<file path="src/uart_calc_pkg.sv">
/*
 * serial calculator shared definitions
 * byte and digit types, oversample counters, parser states
 * and the character codes the command parser looks for
 */

package uart_calc_pkg;

    // ------------------------------
    // vector types
    // ------------------------------
    typedef logic [7:0] byte_t;      // one serial character
    typedef logic [3:0] digit_t;     // decimal digit value 0..9
    typedef logic [3:0] os_cnt_t;    // phase within one bit
    typedef logic [2:0] bit_idx_t;   // data bit index

    // command parser states
    typedef enum logic [1:0] {
        WAIT_D1,                     // expecting first digit
        WAIT_D2,                     // expecting second digit
        WAIT_OP                      // expecting '+' or '-'
    } parser_state_t;

    localparam int OVERSAMPLE = 16;  // ticks per bit

    // ------------------------------
    // character codes
    // ------------------------------
    localparam byte_t ASCII_ZERO  = 8'h30;
    localparam byte_t ASCII_NINE  = 8'h39;
    localparam byte_t ASCII_PLUS  = 8'h2B;
    localparam byte_t ASCII_MINUS = 8'h2D;
    localparam byte_t ASCII_ESC   = 8'h1B;  // clears a half-typed command

endpackage

</file>
<file path="src/uart_baud_gen.sv">
/*
 * baud generator
 * divides the system clock down to the 16x oversample tick
 * shared by the receiver and the transmitter
 */

`timescale 1ns/1ps

module uart_baud_gen import uart_calc_pkg::*; #(
    parameter int CLK_FREQ = 50_000_000,
    parameter int BAUD     = 115_200
) (
    input  logic CLKOP,
    input  logic i_rst,
    output logic o_os_tick
);

    localparam int DIV   = CLK_FREQ / (BAUD * OVERSAMPLE);  // clocks per tick
    localparam int CNT_W = (DIV < 2) ? 1 : $clog2(DIV);

    // a divider of 0 or 1 would leave the tick stuck high
    if (DIV < 2) begin : g_div_check
        $error("uart_baud_gen: divider %0d too small", DIV);
    end

    logic [CNT_W-1:0] div_cnt;  // counts down to zero

    always_ff @(posedge CLKOP) begin
        if (i_rst) begin
            div_cnt   <= CNT_W'(DIV - 1);
            o_os_tick <= 1'b0;
        end else if (div_cnt == '0) begin
            div_cnt   <= CNT_W'(DIV - 1);  // reload
            o_os_tick <= 1'b1;             // one pulse per wrap
        end else begin
            div_cnt   <= div_cnt - 1'b1;
            o_os_tick <= 1'b0;
        end
    end

    // rx and tx count ticks, a double-wide tick would skip a phase
    a_tick_single: assert property (@(posedge CLKOP) disable iff (i_rst)
        o_os_tick |=> !o_os_tick);

endmodule

</file>
<file path="src/uart_rx.sv">
/*
 * 8N1 receiver, 16x oversampled
 * two-flop synchronizer, start bit re-check at mid bit,
 * data sampled at phase 8, one-cycle strobe on a good stop bit
 */

`timescale 1ns/1ps

module uart_rx import uart_calc_pkg::*; (
    input  logic  CLKOP,
    input  logic  i_rst,
    input  logic  i_os_tick,
    input  logic  i_rx,
    output logic  o_rx_valid,
    output byte_t o_rx_byte
);

    typedef enum logic [1:0] {
        RX_IDLE,
        RX_START,
        RX_DATA,
        RX_STOP
    } rx_state_t;

    localparam os_cnt_t MID_PHASE  = os_cnt_t'(OVERSAMPLE / 2);  // sample point
    localparam os_cnt_t LAST_PHASE = os_cnt_t'(OVERSAMPLE - 1);  // bit boundary

    rx_state_t state;
    logic      rx_meta;    // first sync stage
    logic      rx_sync;    // safe to use
    os_cnt_t   os_cnt;     // phase within current bit
    bit_idx_t  bit_idx;    // data bit being received
    byte_t     shift_reg;  // LSB arrives first
    logic      mid_tick;   // tick at the bit middle

    assign mid_tick = i_os_tick && (os_cnt == MID_PHASE);

    // ------------------------------
    // input synchronizer
    // ------------------------------
    always_ff @(posedge CLKOP) begin
        if (i_rst) begin
            rx_meta <= 1'b1;  // line idles high
            rx_sync <= 1'b1;
        end else begin
            rx_meta <= i_rx;
            rx_sync <= rx_meta;
        end
    end

    // ------------------------------
    // frame FSM
    // ------------------------------
    always_ff @(posedge CLKOP) begin
        if (i_rst) begin
            state      <= RX_IDLE;
            os_cnt     <= '0;
            bit_idx    <= '0;
            o_rx_valid <= 1'b0;
        end else begin
            o_rx_valid <= 1'b0;  // strobe by default low
            if (i_os_tick) begin
                os_cnt <= os_cnt + 4'd1;
                case (state)
                    RX_IDLE: begin
                        if (!rx_sync) begin
                            state  <= RX_START;
                            os_cnt <= 4'd1;  // this tick was phase 0
                        end
                    end
                    RX_START: begin
                        if (os_cnt == MID_PHASE && rx_sync) begin
                            state <= RX_IDLE;  // glitch, went back high
                        end else if (os_cnt == LAST_PHASE) begin
                            state   <= RX_DATA;
                            bit_idx <= '0;
                        end
                    end
                    RX_DATA: begin
                        if (os_cnt == LAST_PHASE) begin
                            if (bit_idx == 3'd7) begin
                                state <= RX_STOP;
                            end
                            bit_idx <= bit_idx + 3'd1;
                        end
                    end
                    RX_STOP: begin
                        if (os_cnt == MID_PHASE) begin
                            o_rx_valid <= rx_sync;  // low stop bit dropped quietly
                            state      <= RX_IDLE;  // free to catch next start early
                        end
                    end
                    default: state <= RX_IDLE;
                endcase
            end
        end
    end

    // data path
    always_ff @(posedge CLKOP) begin
        if (mid_tick && state == RX_DATA) begin
            shift_reg <= {rx_sync, shift_reg[7:1]};
        end
        if (mid_tick && state == RX_STOP && rx_sync) begin
            o_rx_byte <= shift_reg;  // holds until the next strobe
        end
    end

endmodule

</file>
<file path="src/uart_tx.sv">
/*
 * 8N1 transmitter
 * loads a frame on a start strobe, sends start, 8 data bits
 * LSB first and stop, 16 ticks per bit, busy until stop ends
 */

`timescale 1ns/1ps

module uart_tx import uart_calc_pkg::*; (
    input  logic  CLKOP,
    input  logic  i_rst,
    input  logic  i_os_tick,
    input  logic  i_tx_start,
    input  byte_t i_tx_byte,
    output logic  o_tx_busy,
    output logic  o_tx
);

    localparam os_cnt_t LAST_PHASE = os_cnt_t'(OVERSAMPLE - 1);
    localparam int      FRAME_BITS = 10;  // start + 8 data + stop

    logic [FRAME_BITS-1:0] frame;    // bit 0 goes out next
    logic [3:0]            bit_cnt;  // 0..9 within the frame
    os_cnt_t               os_cnt;
    logic                  bit_end;  // last tick of current bit
    logic                  load;

    assign load    = i_tx_start && !o_tx_busy;
    assign bit_end = o_tx_busy && i_os_tick && (os_cnt == LAST_PHASE);

    // ------------------------------
    // control
    // ------------------------------
    always_ff @(posedge CLKOP) begin
        if (i_rst) begin
            o_tx_busy <= 1'b0;
            o_tx      <= 1'b1;  // idle high
            os_cnt    <= '0;
            bit_cnt   <= '0;
        end else if (load) begin
            o_tx_busy <= 1'b1;
            os_cnt    <= '0;  // start bit goes out on the next tick
            bit_cnt   <= '0;
        end else if (o_tx_busy && i_os_tick) begin
            if (os_cnt == '0) begin
                o_tx <= frame[0];  // new bit at phase 0
            end
            os_cnt <= os_cnt + 4'd1;
            if (os_cnt == LAST_PHASE) begin
                if (bit_cnt == 4'(FRAME_BITS - 1)) begin
                    o_tx_busy <= 1'b0;  // stop bit done, line stays high
                end
                bit_cnt <= bit_cnt + 4'd1;
            end
        end
    end

    // frame shifter
    always_ff @(posedge CLKOP) begin
        if (load) begin
            frame <= {1'b1, i_tx_byte, 1'b0};
        end else if (bit_end) begin
            frame <= frame >> 1;
        end
    end

    // the arbiter must wait for busy to fall before the next byte
    a_no_start_busy: assert property (@(posedge CLKOP) disable iff (i_rst)
        i_tx_start |-> !o_tx_busy);

endmodule

</file>
<file path="src/calc_cmd_parser.sv">
/*
 * command parser for digit, digit, operator
 * echoes every character except ESC, sends '0' plus sum or
 * difference after '+' or '-', ESC or a bad char restarts
 */

`timescale 1ns/1ps

module calc_cmd_parser import uart_calc_pkg::*; (
    input  logic  CLKOP,
    input  logic  i_rst,
    input  logic  i_rx_valid,
    input  byte_t i_rx_byte,
    output logic  o_echo_valid,
    output byte_t o_echo_byte,
    output logic  o_result_valid,
    output byte_t o_result_byte
);

    parser_state_t state;
    digit_t        d1;        // first operand
    digit_t        d2;        // second operand
    logic          is_digit;
    logic          is_plus;
    logic          is_minus;
    logic          is_esc;
    byte_t         add_byte;  // '0' + d1 + d2, wraps at 256
    byte_t         sub_byte;  // '0' + d1 - d2, may drop below '0'

    // ------------------------------
    // character decode
    // ------------------------------
    assign is_digit = (i_rx_byte >= ASCII_ZERO) && (i_rx_byte <= ASCII_NINE);
    assign is_plus  = (i_rx_byte == ASCII_PLUS);
    assign is_minus = (i_rx_byte == ASCII_MINUS);
    assign is_esc   = (i_rx_byte == ASCII_ESC);

    assign add_byte = ASCII_ZERO + byte_t'(d1) + byte_t'(d2);
    assign sub_byte = ASCII_ZERO + byte_t'(d1) - byte_t'(d2);

    // ------------------------------
    // command FSM
    // ------------------------------
    always_ff @(posedge CLKOP) begin
        if (i_rst) begin
            state          <= WAIT_D1;
            o_echo_valid   <= 1'b0;
            o_result_valid <= 1'b0;
        end else begin
            o_echo_valid   <= i_rx_valid && !is_esc;  // ESC never echoed
            o_result_valid <= 1'b0;
            if (i_rx_valid) begin
                state <= WAIT_D1;  // anything unexpected restarts
                case (state)
                    WAIT_D1: if (is_digit) state <= WAIT_D2;
                    WAIT_D2: if (is_digit) state <= WAIT_OP;
                    WAIT_OP: o_result_valid <= is_plus || is_minus;
                    default: state <= WAIT_D1;
                endcase
            end
        end
    end

    // operands and outgoing bytes
    always_ff @(posedge CLKOP) begin
        if (i_rx_valid) begin
            o_echo_byte <= i_rx_byte;
            if (state == WAIT_D1 && is_digit) begin
                d1 <= i_rx_byte[3:0];  // '0'..'9' low nibble is the value
            end
            if (state == WAIT_D2 && is_digit) begin
                d2 <= i_rx_byte[3:0];
            end
            if (state == WAIT_OP) begin
                o_result_byte <= is_minus ? sub_byte : add_byte;
            end
        end
    end

endmodule

</file>
<file path="src/uart_tx_arbiter.sv">
/*
 * transmit arbiter
 * one-byte echo and result slots, echo launched first so a
 * result always follows the echo of its operator
 */

`timescale 1ns/1ps

module uart_tx_arbiter import uart_calc_pkg::*; (
    input  logic  CLKOP,
    input  logic  i_rst,
    input  logic  i_echo_valid,
    input  byte_t i_echo_byte,
    input  logic  i_result_valid,
    input  byte_t i_result_byte,
    input  logic  i_tx_busy,
    output logic  o_tx_start,
    output byte_t o_tx_byte
);

    logic  echo_full;
    byte_t echo_data;
    logic  res_full;
    byte_t res_data;
    logic  launch;     // hand a byte to the transmitter
    logic  echo_take;  // echo slot emptied this cycle
    logic  res_take;   // result slot emptied this cycle
    logic  echo_fill;
    logic  res_fill;

    // busy rises a cycle after start, so skip the cycle right after a launch
    assign launch    = !i_tx_busy && !o_tx_start && (echo_full || res_full);
    assign echo_take = launch && echo_full;
    assign res_take  = launch && !echo_full;
    assign echo_fill = i_echo_valid && (!echo_full || echo_take);  // else dropped
    assign res_fill  = i_result_valid && (!res_full || res_take);

    // ------------------------------
    // slot flags and start strobe
    // ------------------------------
    always_ff @(posedge CLKOP) begin
        if (i_rst) begin
            echo_full  <= 1'b0;
            res_full   <= 1'b0;
            o_tx_start <= 1'b0;
        end else begin
            o_tx_start <= launch;
            echo_full  <= echo_fill || (echo_full && !echo_take);
            res_full   <= res_fill || (res_full && !res_take);
        end
    end

    always_ff @(posedge CLKOP) begin
        if (echo_fill) echo_data <= i_echo_byte;
        if (res_fill)  res_data  <= i_result_byte;
        if (launch)    o_tx_byte <= echo_full ? echo_data : res_data;  // echo wins
    end

    // parser outpacing the line would lose a byte here
    a_echo_no_drop: assert property (@(posedge CLKOP) disable iff (i_rst)
        i_echo_valid |-> (!echo_full || echo_take));
    a_res_no_drop: assert property (@(posedge CLKOP) disable iff (i_rst)
        i_result_valid |-> (!res_full || res_take));

endmodule

</file>
<file path="src/uart_calc_top.sv">
/*
 * serial calculator top level
 * rx -> command parser -> tx arbiter -> tx, one baud tick
 * generator shared by both ends of the link
 */

`timescale 1ns/1ps

module uart_calc_top import uart_calc_pkg::*; #(
    parameter int CLK_FREQ = 50_000_000,  // system clock in Hz
    parameter int BAUD     = 115_200
) (
    input  logic CLKOP,
    input  logic i_rst,
    input  logic i_rx,   // from host
    output logic o_tx    // to host
);

    logic  os_tick;
    logic  rx_valid;
    byte_t rx_byte;
    logic  echo_valid;
    byte_t echo_byte;
    logic  result_valid;
    byte_t result_byte;
    logic  tx_start;
    byte_t tx_byte;
    logic  tx_busy;

    // ------------------------------
    // timing
    // ------------------------------
    uart_baud_gen #(
        .CLK_FREQ (CLK_FREQ),
        .BAUD     (BAUD)
    ) u_baud_gen (
        .CLKOP     (CLKOP),
        .i_rst     (i_rst),
        .o_os_tick (os_tick)
    );

    // ------------------------------
    // receive and parse
    // ------------------------------
    uart_rx u_uart_rx (
        .CLKOP      (CLKOP),
        .i_rst      (i_rst),
        .i_os_tick  (os_tick),
        .i_rx       (i_rx),
        .o_rx_valid (rx_valid),
        .o_rx_byte  (rx_byte)
    );

    calc_cmd_parser u_parser (
        .CLKOP          (CLKOP),
        .i_rst          (i_rst),
        .i_rx_valid     (rx_valid),
        .i_rx_byte      (rx_byte),
        .o_echo_valid   (echo_valid),
        .o_echo_byte    (echo_byte),
        .o_result_valid (result_valid),
        .o_result_byte  (result_byte)
    );

    // ------------------------------
    // transmit path
    // ------------------------------
    uart_tx_arbiter u_tx_arbiter (
        .CLKOP          (CLKOP),
        .i_rst          (i_rst),
        .i_echo_valid   (echo_valid),
        .i_echo_byte    (echo_byte),
        .i_result_valid (result_valid),
        .i_result_byte  (result_byte),
        .i_tx_busy      (tx_busy),
        .o_tx_start     (tx_start),
        .o_tx_byte      (tx_byte)
    );

    uart_tx u_uart_tx (
        .CLKOP      (CLKOP),
        .i_rst      (i_rst),
        .i_os_tick  (os_tick),
        .i_tx_start (tx_start),
        .i_tx_byte  (tx_byte),
        .o_tx_busy  (tx_busy),
        .o_tx       (o_tx)
    );

endmodule

</file>
<file path="config.mk">
export PLATFORM = sky130hd
export DESIGN_NAME = uart_calc_top
export DESIGN_NICKNAME = d
export VERILOG_FILES = /design/src/uart_calc_pkg.sv /design/src/uart_baud_gen.sv /design/src/uart_rx.sv /design/src/uart_tx.sv /design/src/calc_cmd_parser.sv /design/src/uart_tx_arbiter.sv /design/src/uart_calc_top.sv
export SDC_FILE = /design/constraint.sdc
export NUM_CORES = 1
export LEC_CHECK = 0
export BUFFER_PORTS_ARGS = -buffer_cell sky130_fd_sc_hd__buf_2
export CAP_MARGIN = 20
export CORE_MARGIN = 3
export CORE_UTILIZATION = 30
export CTS_CLUSTER_DIAMETER = 60
export DETAILED_ROUTE_END_ITERATION = 7
export GPL_ROUTABILITY_DRIVEN = 0
export PLACE_DENSITY = 0.48
export SYNTH_ARGS = -nofsm -noshare
export SYNTH_HDL_FRONTEND = slang
export SYNTH_HIERARCHICAL = 1
export SYNTH_SLANG_ARGS = --single-unit
</file>
<file path="constraint.sdc">
create_clock -name CLKOP -period 4.48 [get_ports CLKOP]
set_clock_uncertainty 0.1 [all_clocks]
set_input_delay 0.224 -clock CLKOP [delete_from_list [all_inputs] [get_ports CLKOP]]
set_output_delay 0.224 -clock CLKOP [all_outputs]
set_load 0.02 [all_outputs]
</file>
==> results by group <==
Power
  • Power per cell area: 392 mW/mm^2
  • P_leak: 0.00170 uW
  • Peak VDD IR: 149 uV

Critical path
  • Worst setup EP type: flop
  • RR Endpoint: u_uart_tx/frame[2]$_DFFE_PP_
  • CP max stage delay: 0.68 ns
  • Worst setup SP type: flop
  • Slowest-stage cell, CP: nor2_1
  • Crit path required time: 4.59 ns
  • CP max FO: 14
  • Worst Path Arrival: 2.21 ns
  • Flop-to-flop setup slack: 2.38 ns
  • Crit Path Class: reg -> reg
  • CP cell instances: nand2_1 > nor2_1 > a22o_1
  • FF-to-FF Start: u_baud_gen/o_os_tick$_SDFF_PP0_
  • R2r worst-path depth: 3

Finish
  • Max reg flops: 10
  • Share of cells above drive strength 1: 12.0%
  • Layout net count: 359
  • Area grow syn2layout: 11.2%
  • Largest Register: u_uart_tx/frame
  • Antenna Cells: 0

Placed design
  • Number of buffers added on ports: 3
  • Worst slack, placed: 2.02 ns
  • Post-detail-place hpwl: 4530 um

Die
  • Die area: 0.0163 mm^2
  • Core ar.: 0.0142 mm^2
  • Die width: 128 um
  • Initial Util: 31.3%
  • Cell row count: 43
  • Die Y: 128 um
  • Num ports: 4

Clock network
  • CTS Buffer Depth: 2
  • Num CTS Buffers: 9
  • H-tree lvl count: 3
  • Post-CTS Hold Buffers: 1
  • CTS Root Cell: clkbuf_16
  • CTS sink cnt: 108
  • Cts repair resizes: 0
  • TritonCTS clock tree: built
  • Postcts setup bufs: 0
  • Clock Latency Late Sink: 0.34 ns
  • Clock transition at the registers of the reported paths: 0.07 ns

Yosys
  • Mux share of post-synthesis cell area: 3.40%
  • FF+latch count, synth: 108
  • Compound-Gate Fraction of Synth Area: 7.68%
  • Post-synth ARST share: 0%
  • Net Count, Synth: 355
  • Post-Synth Simple-Gate Area: 13.2%
  • Largest family of logic cells by synthesized area: simple AND/OR/NAND/NOR gates
  • Post-Synth Adder-Cell Area: 5.96%
  • Post-synth EDFFs: 71
  • Synthesized area: 0.00445 mm^2
  • Avg Inst Size Synth: 13.4 um^2
  • XOR/XNOR share of the synthesized area: 1.57%
  • Yosys warning count: 6
  • Primary FF master, synth: edfxtp_1
  • Post-synthesis sequential area ratio: 64.6%
  • Synth cell types: 57
  • Mapped Cells: 332

Detailed routing
  • First drt pass iteration count: 4
  • DRT iter0 DRCs: 196
  • Vias: 2410
  • Detailed-route wire length: 6670 um
  • Routed wire per std cell: 12.8 um
  • Met2 WL: 3050 um
  • Vias/cell: 4.63
  • Drt drc: 0
  • Met3 WL post-DR: 262 um
  • Routed length on met1: 3240 um
  • Routed Antenna Nets: 0
  • DR top layer: met4

GRT
  • Vias in the first global route: 2365
  • Overall fraction of global-route tracks in use: 8.86%
  • Initial antenna violation count: 0
  • First-pass GRT wire length: 11400 um
  • Largest net degree at the start of global routing: 28
  • Total grt overflow: 0

STA
  • Post-Route Setup TNS: 0 ns
  • Fin. Hold Viols: 0
  • Max Slew Vio Count: 0
  • Tmin final: 2.10 ns
  • Final worst-path cycle share: 46.9%
  • Fmax: 476 MHz
  • Relative slew slack: 33.8%
  • Setup WS post-layout: 2.38 ns
  • RSZ-0062 raised after global routing: no
  • Least-Margin Pin Slew: 0.986 ns
  • Number of setup violations in the final report: 0

Hold path
  • Hold Path Stages: 2
  • Worst Hold Class: in -> reg
  • Hold_sp: i_rst
  • Hold EP: u_uart_rx/os_cnt[0]$_SDFFE_PP0P_

Flow run
  • Max Cap Viol: 0

Status
  • Run status: finished clean
## logic make-up after synthesis
| logic type | Yosys count |
|---|---|
| buf+inv | 32 |
| fa+ha+maj | 20 |
| compound gates | 50 |
| simple gates | 99 |
| flops | 108 |
| xor+xnor | 8 |
| mux | 14 |
| other cells | 1 |
## worst max-delay path: cells and delay by family, from the launching register on
kind             cells  cell delay, ns
AND/OR/NAND/NOR      2            1.03
flip-flops           1            0.60
AO/OA/AOI/OAI        1            0.24
## Yosys cell counts (6+ instances only)
cell type / count / share of area [%]
edfxtp_1: 71 / 48
inv_1: 20 / 1.7
nand2_1: 14 / 1.2
mux2_2: 9 / 2.3
dfxtp_1: 37 / 17
a22o_1: 8 / 1.6
nor3_1: 6 / 0.67
nor2_1: 27 / 2.3
ha_1: 18 / 5.1
a21oi_1: 13 / 1.5
o21ai_0: 8 / 0.90
## per-stage QoR
step	area, um^2	total power [uW]	hold slack (ns)	util [%]	instances
2_1_floorplan	4450	1110	0.193	-	332
3_3_place_gp	4610	1120	0.299	32.4	503
3_5_place_dp	4610	1120	0.298	32.4	503
4_1_cts	4940	1970	0.252	34.8	520
5_1_grt	4950	2020	0.265	34.8	521
6_report	4950	1940	0.248	34.8	521
## report_power, final
group,switching (uW),internal [uW]
Combinational,15.3,13.9
Sequential,8.75,1060
Clock,349,494
Total,373,1560
## how the worst max path moves through the flow
| stage | slack, ns | end | cells after the start | start |
|---|---|---|---|---|
| after floorplan | 2.61 | u_uart_tx/frame[1]$_DFFE_PP_ | 3 | u_uart_tx/o_tx_busy$_SDFFE_PP0P_ |
| after global placement | 2.19 | u_uart_tx/frame[1]$_DFFE_PP_ | 2 | u_baud_gen/o_os_tick$_SDFF_PP0_ |
| after detailed placement | 2.02 | u_uart_tx/frame[2]$_DFFE_PP_ | 2 | u_baud_gen/o_os_tick$_SDFF_PP0_ |
| after CTS | 2.07 | u_uart_tx/frame[1]$_DFFE_PP_ | 2 | u_baud_gen/o_os_tick$_SDFF_PP0_ |
| after global routing | 2.14 | u_uart_tx/frame[7]$_DFFE_PP_ | 3 | u_baud_gen/o_os_tick$_SDFF_PP0_ |
| final | 2.38 | u_uart_tx/frame[2]$_DFFE_PP_ | 3 | u_baud_gen/o_os_tick$_SDFF_PP0_ |
## placed cells by master (no fill, tap or decap), types with 4 or more instances in the layout
cell type  instances
nor3_1             6
nor2_1            27
dfxtp_1           37
nand3_1            5
clkbuf_16          9
xnor2_1            5
and2_1             4
ha_1              18
or3_1              4
nor4_1             4
edfxtp_1          71
a22o_1             8
a21oi_1           13
mux2i_1            5
mux2_2             9
o21ai_0            8
nand2_1           14
inv_1             20
nand2b_1           5
## routing by layer
layer | up-vias | track usage [%]
li1 | 1225 | -
met1 | 1140 | 11.4
met2 | 35 | 13.3
met3 | 10 | 3.17
met4 | 0 | 4.12
met5 | - | 0
## layout make-up
type | count | area (um^2)
Fill cell | 1383 | 9260
Sequential cell | 108 | 2870
Multi-Input combinational cell | 192 | 1420
Clock buffer | 9 | 225
Tap cell | 180 | 225
Clock inverter | 7 | 98.8
Inverter | 20 | 75.1
Timing Repair Buffer | 5 | 32.5
(Power assumes the default switching activity.)
